$ cat config.mk
export PLATFORM = sky130hd
export DESIGN_NAME = spi_peripheral_top
export DESIGN_NICKNAME = d
export VERILOG_FILES = /design/src/verilog/spi_cmd_pkg.sv /design/src/verilog/spi_timing_pkg.sv /design/src/verilog/spi_peripheral_top.sv /design/src/verilog/spi_result_capture.sv /design/src/verilog/spi_shift_engine.sv /design/src/verilog/spi_sck_gen.sv /design/src/verilog/spi_cmd_decode.sv
export SDC_FILE = /design/constraint.sdc
export NUM_CORES = 1
export LEC_CHECK = 0
export BUFFER_PORTS_ARGS = -buffer_cell sky130_fd_sc_hd__buf_2
export CAP_MARGIN = 20
export CORE_MARGIN = 2
export CORE_UTILIZATION = 56
export CTS_CLUSTER_DIAMETER = 40
export DETAILED_ROUTE_END_ITERATION = 16
export PLACE_DENSITY = 0.86
export RECOVER_POWER = 100
export SLEW_MARGIN = 20
export SYNTH_ARGS = -nofsm -noshare
export SYNTH_HDL_FRONTEND = slang
export SYNTH_SLANG_ARGS = --single-unit
$ cat constraint.sdc
create_clock -name CLK50MHZ -period 4.9 [get_ports CLK50MHZ]
set_clock_uncertainty 0.1 [all_clocks]
set_input_delay 0.49 -clock CLK50MHZ [delete_from_list [all_inputs] [get_ports CLK50MHZ]]
set_output_delay 0.49 -clock CLK50MHZ [all_outputs]
set_load 0.01 [all_outputs]
$ cat src/verilog/spi_cmd_pkg.sv
package spi_cmd_pkg;

	// Host opcodes, all other codes rejected
	typedef enum logic [3:0] {
		OP_READ_ADC  = 4'd1,
		OP_WRITE_DAC = 4'd3,
		OP_SET_GAIN  = 4'd6
	} spi_op_t;

	// Chip-select indices
	localparam int CS_DAC = 0;
	localparam int CS_ADC = 1;
	localparam int NUM_CS_DEFAULT = 2;

	//////////////////////////////////////////////////
	// Frame fields, bits 7..0 stay zero
	//////////////////////////////////////////////////
	localparam int OP_MSB   = 31;
	localparam int OP_LSB   = 28;
	localparam int CHAN_MSB = 27;
	localparam int CHAN_LSB = 24;
	localparam int DATA_MSB = 23;
	localparam int DATA_LSB = 8;

	// Reply fields inside the received word
	localparam int ADC_MSB    = 15;
	localparam int ADC_LSB    = 0;
	localparam int STATUS_MSB = 31;
	localparam int STATUS_LSB = 16;

	function automatic logic op_is_valid(input spi_op_t op);
		return (op == OP_READ_ADC) || (op == OP_WRITE_DAC) || (op == OP_SET_GAIN);
	endfunction

	// Which device an opcode talks to
	function automatic int op_device(input spi_op_t op);
		return (op == OP_WRITE_DAC) ? CS_DAC : CS_ADC;
	endfunction

	// ADC read returns sample, writes return status word
	function automatic logic [15:0] reply_field(input spi_op_t op,
			input logic [STATUS_MSB:0] rx);
		if (op == OP_READ_ADC)
			return rx[ADC_MSB:ADC_LSB];
		return rx[STATUS_MSB:STATUS_LSB];
	endfunction

endpackage

$ cat src/verilog/spi_timing_pkg.sv
package spi_timing_pkg;

	//////////////////////////////////////////////////
	// Frame geometry
	//////////////////////////////////////////////////

	// Bits in one SPI frame, opcode down to padding
	localparam int FRAME_WIDTH = 32;

	// Bit counter must reach FRAME_WIDTH itself
	localparam int BIT_CNT_W = $clog2(FRAME_WIDTH + 1);

	//////////////////////////////////////////////////
	// Serial clock
	//////////////////////////////////////////////////

	// CLK50MHZ cycles per SCK half period
	// 2 gives 12.5 MHz on the wire
	localparam int SCK_DIV_DEFAULT = 2;

endpackage
$ cat src/verilog/spi_peripheral_top.sv
`timescale 1ns/1ps

module spi_peripheral_top #(
	parameter int SCK_DIV = spi_timing_pkg::SCK_DIV_DEFAULT,
	parameter int NUM_CS  = spi_cmd_pkg::NUM_CS_DEFAULT
) (
	input  logic                 CLK50MHZ,
	input  logic                 RST,
	// Host command
	input  logic                 cmd_valid,
	input  spi_cmd_pkg::spi_op_t cmd_op,
	input  logic [3:0]           cmd_chan,
	input  logic [15:0]          cmd_data,
	output logic                 busy,
	output logic                 cmd_error,
	// Host response
	output logic                 rsp_valid,
	output logic [15:0]          rsp_data,
	// SPI bus
	output logic                 spi_sck,
	output logic [NUM_CS-1:0]    spi_cs,
	output logic                 spi_mosi,
	input  logic                 spi_miso
);
	import spi_timing_pkg::*;
	import spi_cmd_pkg::*;

	// Decode to engine
	logic                   start;
	logic [FRAME_WIDTH-1:0] frame;
	logic [NUM_CS-1:0]      cs_sel;
	spi_op_t                op_latched;
	// Clock generator handshake
	logic                   run;
	logic                   sck_level;
	logic                   sck_rise;
	logic                   sck_fall;
	// Engine to result
	logic                   done;
	logic [FRAME_WIDTH-1:0] rx_word;

	//////////////////////////////////////////////////
	// Stages
	//////////////////////////////////////////////////
	spi_cmd_decode #(.NUM_CS(NUM_CS)) u_decode (
		.CLK50MHZ(CLK50MHZ), .RST(RST),
		.cmd_valid(cmd_valid), .cmd_op(cmd_op), .cmd_chan(cmd_chan), .cmd_data(cmd_data),
		.busy(busy), .start(start), .frame(frame), .cs_sel(cs_sel),
		.op_latched(op_latched), .cmd_error(cmd_error)
	);

	spi_sck_gen #(.SCK_DIV(SCK_DIV)) u_sck_gen (
		.CLK50MHZ(CLK50MHZ), .RST(RST), .run(run),
		.sck_level(sck_level), .sck_rise(sck_rise), .sck_fall(sck_fall)
	);

	spi_shift_engine #(.NUM_CS(NUM_CS)) u_engine (
		.CLK50MHZ(CLK50MHZ), .RST(RST),
		.start(start), .frame(frame), .cs_sel(cs_sel),
		.sck_level(sck_level), .sck_rise(sck_rise), .sck_fall(sck_fall),
		.spi_miso(spi_miso), .run(run), .spi_sck(spi_sck), .spi_cs(spi_cs),
		.spi_mosi(spi_mosi), .busy(busy), .done(done), .rx_word(rx_word)
	);

	spi_result_capture u_result (
		.CLK50MHZ(CLK50MHZ), .RST(RST),
		.done(done), .rx_word(rx_word), .op_latched(op_latched),
		.rsp_valid(rsp_valid), .rsp_data(rsp_data)
	);

endmodule

$ cat src/verilog/spi_result_capture.sv
`timescale 1ns/1ps

module spi_result_capture (
	input  logic                                   CLK50MHZ,
	input  logic                                   RST,
	// From the shift engine
	input  logic                                   done,
	input  logic [spi_timing_pkg::FRAME_WIDTH-1:0] rx_word,
	// Opcode of the transfer in flight
	input  spi_cmd_pkg::spi_op_t                   op_latched,
	// Response to host
	output logic                                   rsp_valid,
	output logic [15:0]                            rsp_data
);
	import spi_cmd_pkg::*;

	logic [15:0] field;

	//////////////////////////////////////////////////
	// Reply field select
	//////////////////////////////////////////////////

	// Sample for ADC read, status word otherwise
	assign field = reply_field(op_latched, rx_word);

	// Strobe one cycle after done
	always_ff @(posedge CLK50MHZ) begin
		if (RST)
			rsp_valid <= 1'b0;
		else
			rsp_valid <= done;
	end

	// Data held until next transfer
	always_ff @(posedge CLK50MHZ) begin
		if (done)
			rsp_data <= field;
	end

endmodule

$ cat src/verilog/spi_shift_engine.sv
`timescale 1ns/1ps

module spi_shift_engine #(
	parameter int NUM_CS = spi_cmd_pkg::NUM_CS_DEFAULT
) (
	input  logic                                   CLK50MHZ,
	input  logic                                   RST,
	input  logic                                   start,
	input  logic [spi_timing_pkg::FRAME_WIDTH-1:0] frame,
	input  logic [NUM_CS-1:0]                      cs_sel,
	// Clock enables from the SCK generator
	input  logic                                   sck_level,
	input  logic                                   sck_rise,
	input  logic                                   sck_fall,
	input  logic                                   spi_miso,
	output logic                                   run,
	// SPI lines
	output logic                                   spi_sck,
	output logic [NUM_CS-1:0]                      spi_cs,
	output logic                                   spi_mosi,
	output logic                                   busy,
	output logic                                   done,
	output logic [spi_timing_pkg::FRAME_WIDTH-1:0] rx_word
);
	import spi_timing_pkg::*;

	localparam logic [BIT_CNT_W-1:0] BIT_CNT_FULL = BIT_CNT_W'(FRAME_WIDTH);

	typedef enum logic [1:0] {
		ST_TRIG_WAITING,
		ST_SENDING,
		ST_DONE
	} state_t;

	state_t                 state;
	logic [FRAME_WIDTH-1:0] shreg;
	logic [BIT_CNT_W-1:0]   bit_cnt;
	logic [NUM_CS-1:0]      cs_sel_q;
	logic                   cs_low;
	logic                   last_bit;

	// Some device selected
	assign cs_low   = ~&spi_cs;
	assign last_bit = (bit_cnt == BIT_CNT_FULL);

	//////////////////////////////////////////////////
	// FSM
	//////////////////////////////////////////////////
	always_ff @(posedge CLK50MHZ) begin
		if (RST) begin
			state <= ST_TRIG_WAITING;
		end else begin
			case (state)
				ST_TRIG_WAITING:
					if (start)
						state <= ST_SENDING;
				ST_SENDING:
					// Deselect edge ends the frame
					if (sck_fall && cs_low && last_bit)
						state <= ST_DONE;
				// Two cycles, second one covers the response strobe
				ST_DONE:
					if (!done)
						state <= ST_TRIG_WAITING;
				default:
					state <= ST_TRIG_WAITING;
			endcase
		end
	end

	// Shift register, MSB out and MISO in at bit 0
	always_ff @(posedge CLK50MHZ) begin
		if (state == ST_TRIG_WAITING && start) begin
			shreg    <= frame;
			cs_sel_q <= cs_sel;
		end else if (state == ST_SENDING && sck_rise && cs_low) begin
			shreg <= {shreg[FRAME_WIDTH-2:0], spi_miso};
		end
	end

	// Count sampled bits
	always_ff @(posedge CLK50MHZ) begin
		if (RST || state == ST_TRIG_WAITING)
			bit_cnt <= '0;
		else if (state == ST_SENDING && sck_rise && cs_low)
			bit_cnt <= bit_cnt + 1'b1;
	end

	//////////////////////////////////////////////////
	// Chip select, MOSI and done
	//////////////////////////////////////////////////
	always_ff @(posedge CLK50MHZ) begin
		if (RST) begin
			spi_cs   <= '1;
			spi_mosi <= 1'b0;
			done     <= 1'b0;
		end else begin
			done <= 1'b0;
			if (state == ST_SENDING && sck_fall) begin
				if (!cs_low) begin
					// First falling edge selects the device
					spi_cs   <= ~cs_sel_q;
					spi_mosi <= shreg[FRAME_WIDTH-1];
				end else if (last_bit) begin
					spi_cs   <= '1;
					spi_mosi <= 1'b0;
					done     <= 1'b1;
				end else begin
					spi_mosi <= shreg[FRAME_WIDTH-1];
				end
			end
		end
	end

	// SCK only reaches the bus while selected
	assign spi_sck = cs_low ? sck_level : 1'b0;
	assign run     = (state == ST_SENDING);
	assign busy    = (state != ST_TRIG_WAITING);
	assign rx_word = shreg;

	a_one_cs_low: assert property (@(posedge CLK50MHZ) disable iff (RST)
		$onehot0(~spi_cs));

	// Frame ends on a full bit count and a released bus
	a_done_full: assert property (@(posedge CLK50MHZ) disable iff (RST)
		done |-> last_bit && !cs_low && $past(sck_fall));

	// No sample beyond the frame length
	a_no_extra_rise: assert property (@(posedge CLK50MHZ) disable iff (RST)
		(sck_rise && cs_low) |-> bit_cnt < BIT_CNT_FULL);

endmodule

$ cat src/verilog/spi_sck_gen.sv
`timescale 1ns/1ps

module spi_sck_gen #(
	parameter int SCK_DIV = spi_timing_pkg::SCK_DIV_DEFAULT
) (
	input  logic CLK50MHZ,
	input  logic RST,
	input  logic run,
	output logic sck_level,
	output logic sck_rise,
	output logic sck_fall
);
	// Wide enough for SCK_DIV of 1 as well
	localparam int CNT_W = $clog2(SCK_DIV + 1);
	localparam logic [CNT_W-1:0] CNT_LAST = CNT_W'(SCK_DIV - 1);

	logic [CNT_W-1:0] div_cnt;
	logic             half_done;

	// End of one half period
	assign half_done = (div_cnt == CNT_LAST);

	//////////////////////////////////////////////////
	// Divider and edge enables
	//////////////////////////////////////////////////
	always_ff @(posedge CLK50MHZ) begin
		if (RST || !run) begin
			// Idle, restart in low phase
			div_cnt   <= '0;
			sck_level <= 1'b0;
			sck_rise  <= 1'b0;
			sck_fall  <= 1'b0;
		end else begin
			sck_rise <= 1'b0;
			sck_fall <= 1'b0;
			if (half_done) begin
				div_cnt   <= '0;
				sck_level <= ~sck_level;
				// Pulse lines up with the new level
				sck_rise  <= ~sck_level;
				sck_fall  <= sck_level;
			end else begin
				div_cnt <= div_cnt + 1'b1;
			end
		end
	end

endmodule

$ cat src/verilog/spi_cmd_decode.sv
`timescale 1ns/1ps

module spi_cmd_decode #(
	parameter int NUM_CS = spi_cmd_pkg::NUM_CS_DEFAULT
) (
	input  logic                                   CLK50MHZ,
	input  logic                                   RST,
	// Host command strobe
	input  logic                                   cmd_valid,
	input  spi_cmd_pkg::spi_op_t                   cmd_op,
	input  logic [3:0]                             cmd_chan,
	input  logic [15:0]                            cmd_data,
	input  logic                                   busy,
	// Towards the shift engine
	output logic                                   start,
	output logic [spi_timing_pkg::FRAME_WIDTH-1:0] frame,
	output logic [NUM_CS-1:0]                      cs_sel,
	// Towards result stage
	output spi_cmd_pkg::spi_op_t                   op_latched,
	output logic                                   cmd_error
);
	import spi_timing_pkg::*;
	import spi_cmd_pkg::*;

	logic                   accept;
	logic                   op_ok;
	logic [FRAME_WIDTH-1:0] frame_next;

	// Engine raises busy one cycle late, so block the start cycle too
	assign accept = cmd_valid && !busy && !start;
	assign op_ok  = op_is_valid(cmd_op);

	//////////////////////////////////////////////////
	// Frame packing
	//////////////////////////////////////////////////
	always_comb begin
		frame_next = '0;
		frame_next[OP_MSB:OP_LSB]     = cmd_op;
		frame_next[CHAN_MSB:CHAN_LSB] = cmd_chan;
		frame_next[DATA_MSB:DATA_LSB] = cmd_data;
	end

	// Strobes, one cycle after the command
	always_ff @(posedge CLK50MHZ) begin
		if (RST) begin
			start     <= 1'b0;
			cmd_error <= 1'b0;
		end else begin
			start     <= accept && op_ok;
			cmd_error <= accept && !op_ok;
		end
	end

	// Payload for the engine and result stage
	always_ff @(posedge CLK50MHZ) begin
		if (accept && op_ok) begin
			frame      <= frame_next;
			cs_sel     <= '0;
			// One-hot device select
			cs_sel[op_device(cmd_op)] <= 1'b1;
			op_latched <= cmd_op;
		end
	end

	// No transfer may be launched over a running one
	a_start_not_busy: assert property (@(posedge CLK50MHZ) disable iff (RST)
		start |-> !busy);

endmodule

==> results of run 1 <==
[cell usage in the layout (no fill, tap or decap), types with 5 or more instances in the layout]
master,Yosys,routed
a21oi_1,5,5
buf_2,0,23
dfxtp_1,20,20
nand2_1,6,7
nand3b_1,7,7
and2_0,0,8
clkbuf_1,1,30
edfxtp_1,76,76
mux2_2,39,39
inv_1,8,8
clkbuf_8,0,9
[sequential cells by signal, summed over array words and instances, names as in the netlist]
register / flops
u_engine.spi_mosi: 1
u_sck_gen.sck_level: 1
u_decode.cmd_error: 1
u_decode.frame: 21
u_engine.state: 2
u_engine.bit_cnt: 6
u_sck_gen.div_cnt: 2
u_result.rsp_valid: 1
u_result.rsp_data: 16
u_engine.done: 1
u_sck_gen.sck_fall: 1
u_sck_gen.sck_rise: 1
u_engine.spi_cs: 2
u_decode.start: 1
u_decode.op_latched: 3
u_engine.rx_word: 32
u_engine.cs_sel_q: 2
u_decode.cs_sel: 2
[worst min path at each step]
stage	startpoint	endpoint	slack [ns]	cells past startpoint
floorplan	u_decode.cs_sel[0]	u_engine.cs_sel_q[0]	0.30	0
global placement	u_decode.cs_sel[0]	u_engine.cs_sel_q[0]	0.30	0
detailed placement	u_decode.cs_sel[0]	u_engine.cs_sel_q[0]	0.33	0
CTS	cmd_chan[1]	u_decode.frame[25]	0.18	1
global route	cmd_data[12]	u_decode.frame[20]	0.17	1
finish	cmd_chan[0]	u_decode.frame[24]	0.19	1
[where the power goes]
group | internal [mW] | switching (mW)
Sequential | 0.886 | 0.00466
Combinational | 0.0188 | 0.0215
Clock | 0.184 | 0.272
[final cells by class]
class | instances | area (µm²)
timing repair buffer | 53 | 227.7
sequential | 96 | 2683
clock buffer | 9 | 123.9
tap | 77 | 96.34
inverter | 8 | 30.03
fill | 479 | 2256
multi-input combinational | 121 | 994.7
clock inverter | 7 | 47.55
[cell usage after synthesis (2+ instances only)]
cell type	number
a21oi_1	5
and2_1	11
and3_1	3
and3b_2	2
buf_4	2
buf_6	4
dfxtp_1	20
edfxtp_1	76
ha_1	3
inv_1	8
mux2_2	39
mux2i_1	2
nand2_1	6
nand2b_1	4
nand3_1	4
nand3b_1	7
nand4_1	2
nor2_1	3
nor3_1	3
nor3b_1	2
o21ai_0	4
o31ai_1	2
o32a_1	2
or2_2	2
or4_1	2
[worst max-delay path, cell delays in order (launching register included)]
cell	delay, ns
edfxtp_1	0.43
nor4b_1	1.44
clkbuf_1	0.53
mux2_2	0.40
[through the flow]
stage / setup slack (ns) / std cells / util / hold slack, ns / power [mW]
2_1_floorplan: 1.399 / 232 / - / 0.3003 / 0.9326
3_3_place_gp: 2.719 / 354 / 0.6346 / 0.3042 / 0.9496
3_5_place_dp: 2.644 / 354 / 0.6346 / 0.3253 / 0.9517
4_1_cts: 2.633 / 370 / 0.6612 / 0.1792 / 1.395
5_1_grt: 1.589 / 371 / 0.6507 / 0.1748 / 1.428
6_report: 1.762 / 371 / 0.6507 / 0.1883 / 1.387
[metal layers]
metal | GRT usage | part of all wire | vias to the layer above
met3 | 0.04476 | 0.046 | 13
li1 | - | - | 989
met5 | 0 | 0 | -
met2 | 0.2861 | 0.50 | 55
met4 | 0.09375 | 0.021 | 0
met1 | 0.2401 | 0.43 | 1029
[cell families after synthesis]
family,count (synthesis),share of synthesized area
flip-flops,96,0.7088
multiplexers,41,0.1213
AO/OA/AOI/OAI,18,0.03240
AND/OR/NAND/NOR,58,0.1005
buffers and inverters,15,0.02479
adder cells (fa/ha/maj),3,0.009918
XOR/XNOR,1,0.002314
==> flow_summary.toml, run 1 <==
[finish]
diodes = 0
area_delta_synth_final_pct = 11.04
fin_area_mm2 = 0.004203
fin_nets = 320
drive_gt1_frac = 0.2789

[clocking]
path_clk_slew_ns = 0.09
cts_resized = 0
clockBufferDepth = 2
cts_root_buf = "clkbuf_8"
clk_latency_ns = 0.37
cts_made_buffers = 9
htreeDepth = 3
cts_sinks = 96
hold_buffers = 0
cts_tree = "done"
post_cts_buffers = 0

[timing]
hold_viol = 0
fmax_ghz = 0.3187
post-route-min-period_ns = 3.138
fin_tns_setup_ns = 0
fin_crit_sh = 0.6403
setup_viol = 0
rsz0062_at_grt = "no"
maxSlewHeadroom = -0.1898
slew_violations = 42
worstMarginPinSlew_ns = 1.760

[place]
globalplace.congestion = 0.8951
io_buffers = 50
hpwlAfterDp_um = 4247
place_area_mm2 = 0.004099

[synth]
yosysSeqAreaShare = 0.7088
synth-edff-count = 76
synth-main-ff-cell = "edfxtp_1"
ys_ff_latch = 96
yosys_warnings = 0
syn_area_mm2 = 0.003785
yosysTopAreaCell = "edfxtp_1"
synth.distinct_cells = 39
synth_top_area_frac = 0.6030
synth_cells = 232
syn-mean-instance-area_um2 = 16.31
synthArstFlopShare = 0
synthTopCellsByArea = "edfxtp_1, mux2_2, dfxtp_1"
syn_nets = 263

[detailed_routing]
final_antenna_net_count = 0
dr.pass1.iters = 4
post-route-drc-count = 0
vias = 2086
avgRoutedWirePerCell_um = 17.01
vias_per_cell = 5.623
drt-total-wl_um = 6312
drtIter0Drc = 203

[grt]
grt-ovfl-total = 0
grt_antenna_before_repair = 0
grt_pass1_wl_um = 10050
grt_pass1_vias = 2031
grt_max_degree = 33
grt_use_total = 0.1827

[min_path]
hold_path_class = "input port to flip-flop"

[critical_path]
crit_required_ns = 4.92
critPathLaunchType = "flip-flop"
r2r_start = "u_decode.frame[31]"
cp-startpoint = "u_decode.frame[31]"
worstPathMaxFanout = 10
reg2reg_to = "u_result.rsp_data[4]"
cp-end-kind = "flip-flop"
reg2reg_slack_ns = 1.76
arrival_ns = 3.16
worstRegToRegCells = 3
criticalPathCategory = "flip-flop to flip-flop"
crit_end = "u_result.rsp_data[4]"

[floorplanning]
start_util = 0.5860
io_pins = 51
row_count = 29
die_w_um = 86.21
die-area_mm2 = 0.007432
die_y_um = 86.21
core_mm2 = 0.006459

[run_status]
status = "finished with violations"
violations = "max-capacitance violations, max-slew violations"

[power]
powerDensity_mw_per_mm2 = 330.1
ir_worst_vdd_v = 0.0002287
p_leak_nw = 1.402

[run]
max_cap_violations = 2
(Power assumes the default switching activity.)
==> inputs of run 2 (changes only) <==
Settings changed: CORE_UTILIZATION 56 to 51, PLACE_DENSITY 0.86 to 0.83.
Clock period 4.9 ns to 2.8 ns, I/O delays scaled along.
==> run 2 against run 1 <==
  * The flow now finishes without violations
  * Cell count increased by 11%
  * Routed wire length grew 9.4%
  * Critical path type unchanged
  * Utilization fell by 3.4 points
  * Global-route usage about the same
  * Register-to-register slack got worse by 1.3 ns
  * Total power grew 82%
  * Die area is 9.3% higher
==> flow_summary.toml, run 2 (same netlist as run 1, synthesis figures left out) <==
[critical_path]
crit_chain = "nor2_1, nand3b_1, a211oi_2, buf_4"
cp-end-kind = "flip-flop"
cpLargestDelayFamily = "compound AO/OA/AOI/OAI gates"
cpMaxStageDelayCell = "a211oi_2"
arrival_ns = 2.31
path_buf_inv = 1
cpPeakStageDelay_ns = 0.79
critPathLaunchType = "flip-flop"
criticalPathCategory = "flip-flop to flip-flop"
worstPathMaxFanout = 17
crit_required_ns = 2.74

[power]
powerDensity_mw_per_mm2 = 569.1
ir_worst_vdd_v = 0.0003258
p_leak_nw = 1.496

[timing]
worstMarginPinSlew_ns = 0.9162
rsz0062_at_grt = "no"
fmax_ghz = 0.4231
post-route-min-period_ns = 2.363
setup_viol = 0
maxSlewHeadroom = 0.3881
hold_viol = 0
slew_violations = 0
fin_crit_sh = 0.8440
fin_tns_setup_ns = 0

[clocking]
post_cts_buffers = 0
cts_resized = 0
clockBufferDepth = 2
cts_made_buffers = 9
clk_latency_ns = 0.35
hold_buffers = 19
path_clk_slew_ns = 0.09
cts_sinks = 96
cts_root_buf = "clkbuf_8"
cts_tree = "done"
htreeDepth = 3

[detailed_routing]
vias = 2155
avgRoutedWirePerCell_um = 16.76
dr.pass1.iters = 4
drtIter0Drc = 188
vias_per_cell = 5.231
post-route-drc-count = 0
final_antenna_net_count = 0
drt-total-wl_um = 6907

[finish]
fin_nets = 340
fillers = 575
layout_commonest_cell = "edfxtp_1"
largest_reg_flops = 32
diodes = 0
instances_no_fill = 412
area_delta_synth_final_pct = 17.52
drive_gt1_frac = 0.2620
fin_area_mm2 = 0.004448
fin_util = 0.6165
final_cell_mix = "edfxtp_1, mux2_2, clkbuf_1"

[floorplanning]
row_count = 31
core_mm2 = 0.007214
start_util = 0.5246
die_y_um = 90.15
die_w_um = 90.15
die-area_mm2 = 0.008126
io_pins = 51

[grt]
grt_antenna_before_repair = 0
grt_use_total = 0.1832
grt_pass1_wl_um = 11440
grt_max_degree = 33
grt_pass1_vias = 2241
grt-ovfl-total = 0

[place]
io_buffers = 50
place_area_mm2 = 0.004141
dp.cells = 378
globalplace.congestion = 0.7753
hpwlAfterDp_um = 4482

[run]
max_cap_violations = 0

[run_status]
status = "finished clean"

[min_path]
hold_path_class = "input port to flip-flop"
## run 2: where the power goes
part	leakage (nW)	switching (mW)	total (mW)	internal, mW
Combinational	0.561	0.0422	0.0930	0.0508
Clock	0.0864	0.471	0.880	0.409
Sequential	0.849	0.00805	1.56	1.55
## run 2: path summary, 6_finish.rpt
kind                            from  depth (start not counted)  slack, ns                   end
setup / recovery   u_engine.state[0]                          4       0.44    u_decode.cs_sel[0]
hold / removal           cmd_data[8]                          1       0.08    u_decode.frame[16]
setup reg to reg   u_engine.state[0]                          4       0.44    u_decode.cs_sel[0]
hold reg to reg   u_decode.cs_sel[0]                          0       0.32  u_engine.cs_sel_q[0]
## run 2: worst reg2reg max path, cell delays in order (launching register included)
cell	delay, ns
dfxtp_1	0.39
nor2_1	0.22
nand3b_1	0.17
a211oi_2	0.79
buf_4	0.39
## run 2: metal layers
| metal | share of wire | global-route usage |
|---|---|---|
| met1 | 0.45 | 0.2359 |
| met2 | 0.50 | 0.2926 |
| met3 | 0.033 | 0.05616 |
| met4 | 0.016 | 0.07179 |
| met5 | 0 | 0 |
## run 2: layout make-up
| cell class | instances | area, µm² | share of cell area |
|---|---|---|---|
| Tap cell | 99 | 123.9 | 0.02785 |
| Clock buffer | 10 | 127.6 | 0.02869 |
| Inverter | 8 | 30.03 | 0.006751 |
| Timing Repair Buffer | 73 | 432.9 | 0.09733 |
| Clock inverter | 5 | 57.56 | 0.01294 |
| Multi-Input combinational cell | 121 | 993.5 | 0.2233 |
| Sequential cell | 96 | 2683 | 0.6031 |
## run 2: stage by stage
stage                     worst slack (ns)  power, mW  hold slack [ns]
after global placement              0.7948      1.665           0.3145
after global routing                0.3115      2.617          0.06019
after floorplan                     0.1683      1.632           0.2631
after detailed placement            0.6936      1.668           0.3057
after CTS                           0.6816      2.542          0.01998
final                               0.4367      2.531          0.07629
==> inputs of run 3 (changes only) <==
Clock period 2.8 ns to 2 ns, I/O delays scaled along.
==> run 3 against run 2 <==
  * Cell count is 2.7% higher
  * Fmax up 26%
  * Largest cell class unchanged
  * Routed wire length decreased by 2.2%
  * Register-to-register slack lost 0.31 ns
==> flow_summary.toml, run 3 (same netlist as run 1, synthesis figures left out) <==
[floorplanning]
row_count = 31
die-area_mm2 = 0.008126
start_util = 0.5246
die_w_um = 90.15
die_y_um = 90.15
io_pins = 51
core_mm2 = 0.007214

[finish]
drive_gt1_frac = 0.2809
fin_area_mm2 = 0.004594
fin_util = 0.6368
diodes = 0
largest_reg_flops = 32
layout_commonest_cell = "edfxtp_1"
instances_no_fill = 423
fin_nets = 350
area_delta_synth_final_pct = 21.39
final_cell_mix = "edfxtp_1, mux2_2, clkbuf_1"

[detailed_routing]
dr.pass1.iters = 4
avgRoutedWirePerCell_um = 15.98
drt-total-wl_um = 6758
drtIter0Drc = 124
vias = 2197
vias_per_cell = 5.194
post-route-drc-count = 0
final_antenna_net_count = 0

[grt]
use_met2 = 0.2945
gr-usage-met1 = 0.2201
grt_use_total = 0.1812
grt_pass1_vias = 2280
grt_use_met3 = 0.03604
top_usage_layer = "met2"
grt_pass1_wl_um = 11140
grt-ovfl-total = 0
grt_antenna_before_repair = 0
grt_max_degree = 33

[critical_path]
arrival_ns = 1.89
cpLargestDelayFamily = "flip-flops"
critPathLaunchType = "flip-flop"
worstPathMaxFanout = 17
path_depth = 3
reg2reg_slack_ns = 0.12
cp-startpoint = "u_decode.op_latched[1]"
r2r_start = "u_decode.op_latched[1]"
path_buf_inv = 1
worstRegToRegCells = 3
reg2reg_to = "u_result.rsp_data[0]"
crit_end = "u_result.rsp_data[0]"
crit_required_ns = 2.02
cpPeakStageDelay_ns = 0.44
cpMaxStageDelayCell = "edfxtp_1"
cp-end-kind = "flip-flop"
criticalPathCategory = "flip-flop to flip-flop"
crit_chain = "nor4b_4, clkbuf_2, mux2_2"

[timing]
setup_viol = 0
fmax_ghz = 0.5328
slew_violations = 0
finalWorstSetupSlack_ns = 0.1233
whs_ns = 0.05799
fin_crit_sh = 0.9384
hold_viol = 0
maxSlewHeadroom = 0.3343
post-route-min-period_ns = 1.877
fin_tns_setup_ns = 0
worstMarginPinSlew_ns = 0.9948
rsz0062_at_grt = "no"

[clocking]
cts_sinks = 96
cts_tree = "done"
htreeDepth = 3
post_cts_buffers = 0
path_clk_slew_ns = 0.09
cts_made_buffers = 9
clk_latency_ns = 0.36
clockBufferDepth = 2
cts_root_buf = "clkbuf_8"

[place]
io_buffers = 50
dp.cells = 383
hpwlAfterDp_um = 4292
globalplace.congestion = 0.7905
place_area_mm2 = 0.004212
dpl_worst_slack_ns = 0.1769

[run]
max_cap_violations = 0

[power]
ir_worst_vdd_v = 0.0004668
total_power_mw = 3.596
p_leak_nw = 1.555
powerDensity_mw_per_mm2 = 782.7

[run_status]
status = "finished clean"

[min_path]
hold_path_class = "input port to flip-flop"
==> run 3: cell count changes in the layout (fill, tap and decap cells not counted), sizes merged <==
cell | before | now
inv | 9 | 10
clkinvlp | 2 | 1
dlygate4sd3 | 19 | 24
clkbuf | 39 | 43
clkinv | 1 | 3
==> run 3: cell type report <==
type | count | area [µm²]
well taps | 99 | 123.9
flip-flops and latches | 96 | 2683
fillers | 539 | 2620
repair buffers | 83 | 523.0
inverters | 8 | 30.03
clock inverters | 7 | 78.83
multi-input cells | 121 | 1032
clock buffers | 9 | 123.9
==> run 3: repair_timing <==
action	4_1_cts	5_1_grt
hold buffers	24	0
endpoints found under the hold margin	24	0
resized for setup	0	0
==> run 3: routing by layer <==
| layer | part of all wire | up-vias |
|---|---|---|
| li1 | - | 1051 |
| met1 | 0.42 | 1052 |
| met2 | 0.49 | 69 |
| met3 | 0.041 | 25 |
| met4 | 0.046 | 0 |
| met5 | 0 | - |
==> run 3: worst min path at each step <==
stage | slack, ns | end | startpoint | depth (start not counted)
3_5_place_dp | 0.28 | u_decode.frame[27] | cmd_chan[3] | 1
6_report | 0.06 | u_engine.rx_word[0] | spi_miso | 2
3_3_place_gp | 0.28 | u_decode.frame[9] | cmd_data[1] | 1
5_1_grt | 0.07 | u_engine.rx_word[0] | spi_miso | 2
4_1_cts | 0.04 | u_engine.rx_word[0] | spi_miso | 2
2_1_floorplan | 0.18 | u_result.rsp_valid | RST | 1
==> run 3: power breakdown <==
part	switching, mW	total (mW)	leakage (nW)	internal, mW
clock	0.679	1.27	0.0994	0.591
combinational	0.0638	0.145	0.606	0.0811
sequential	0.0107	2.18	0.849	2.17
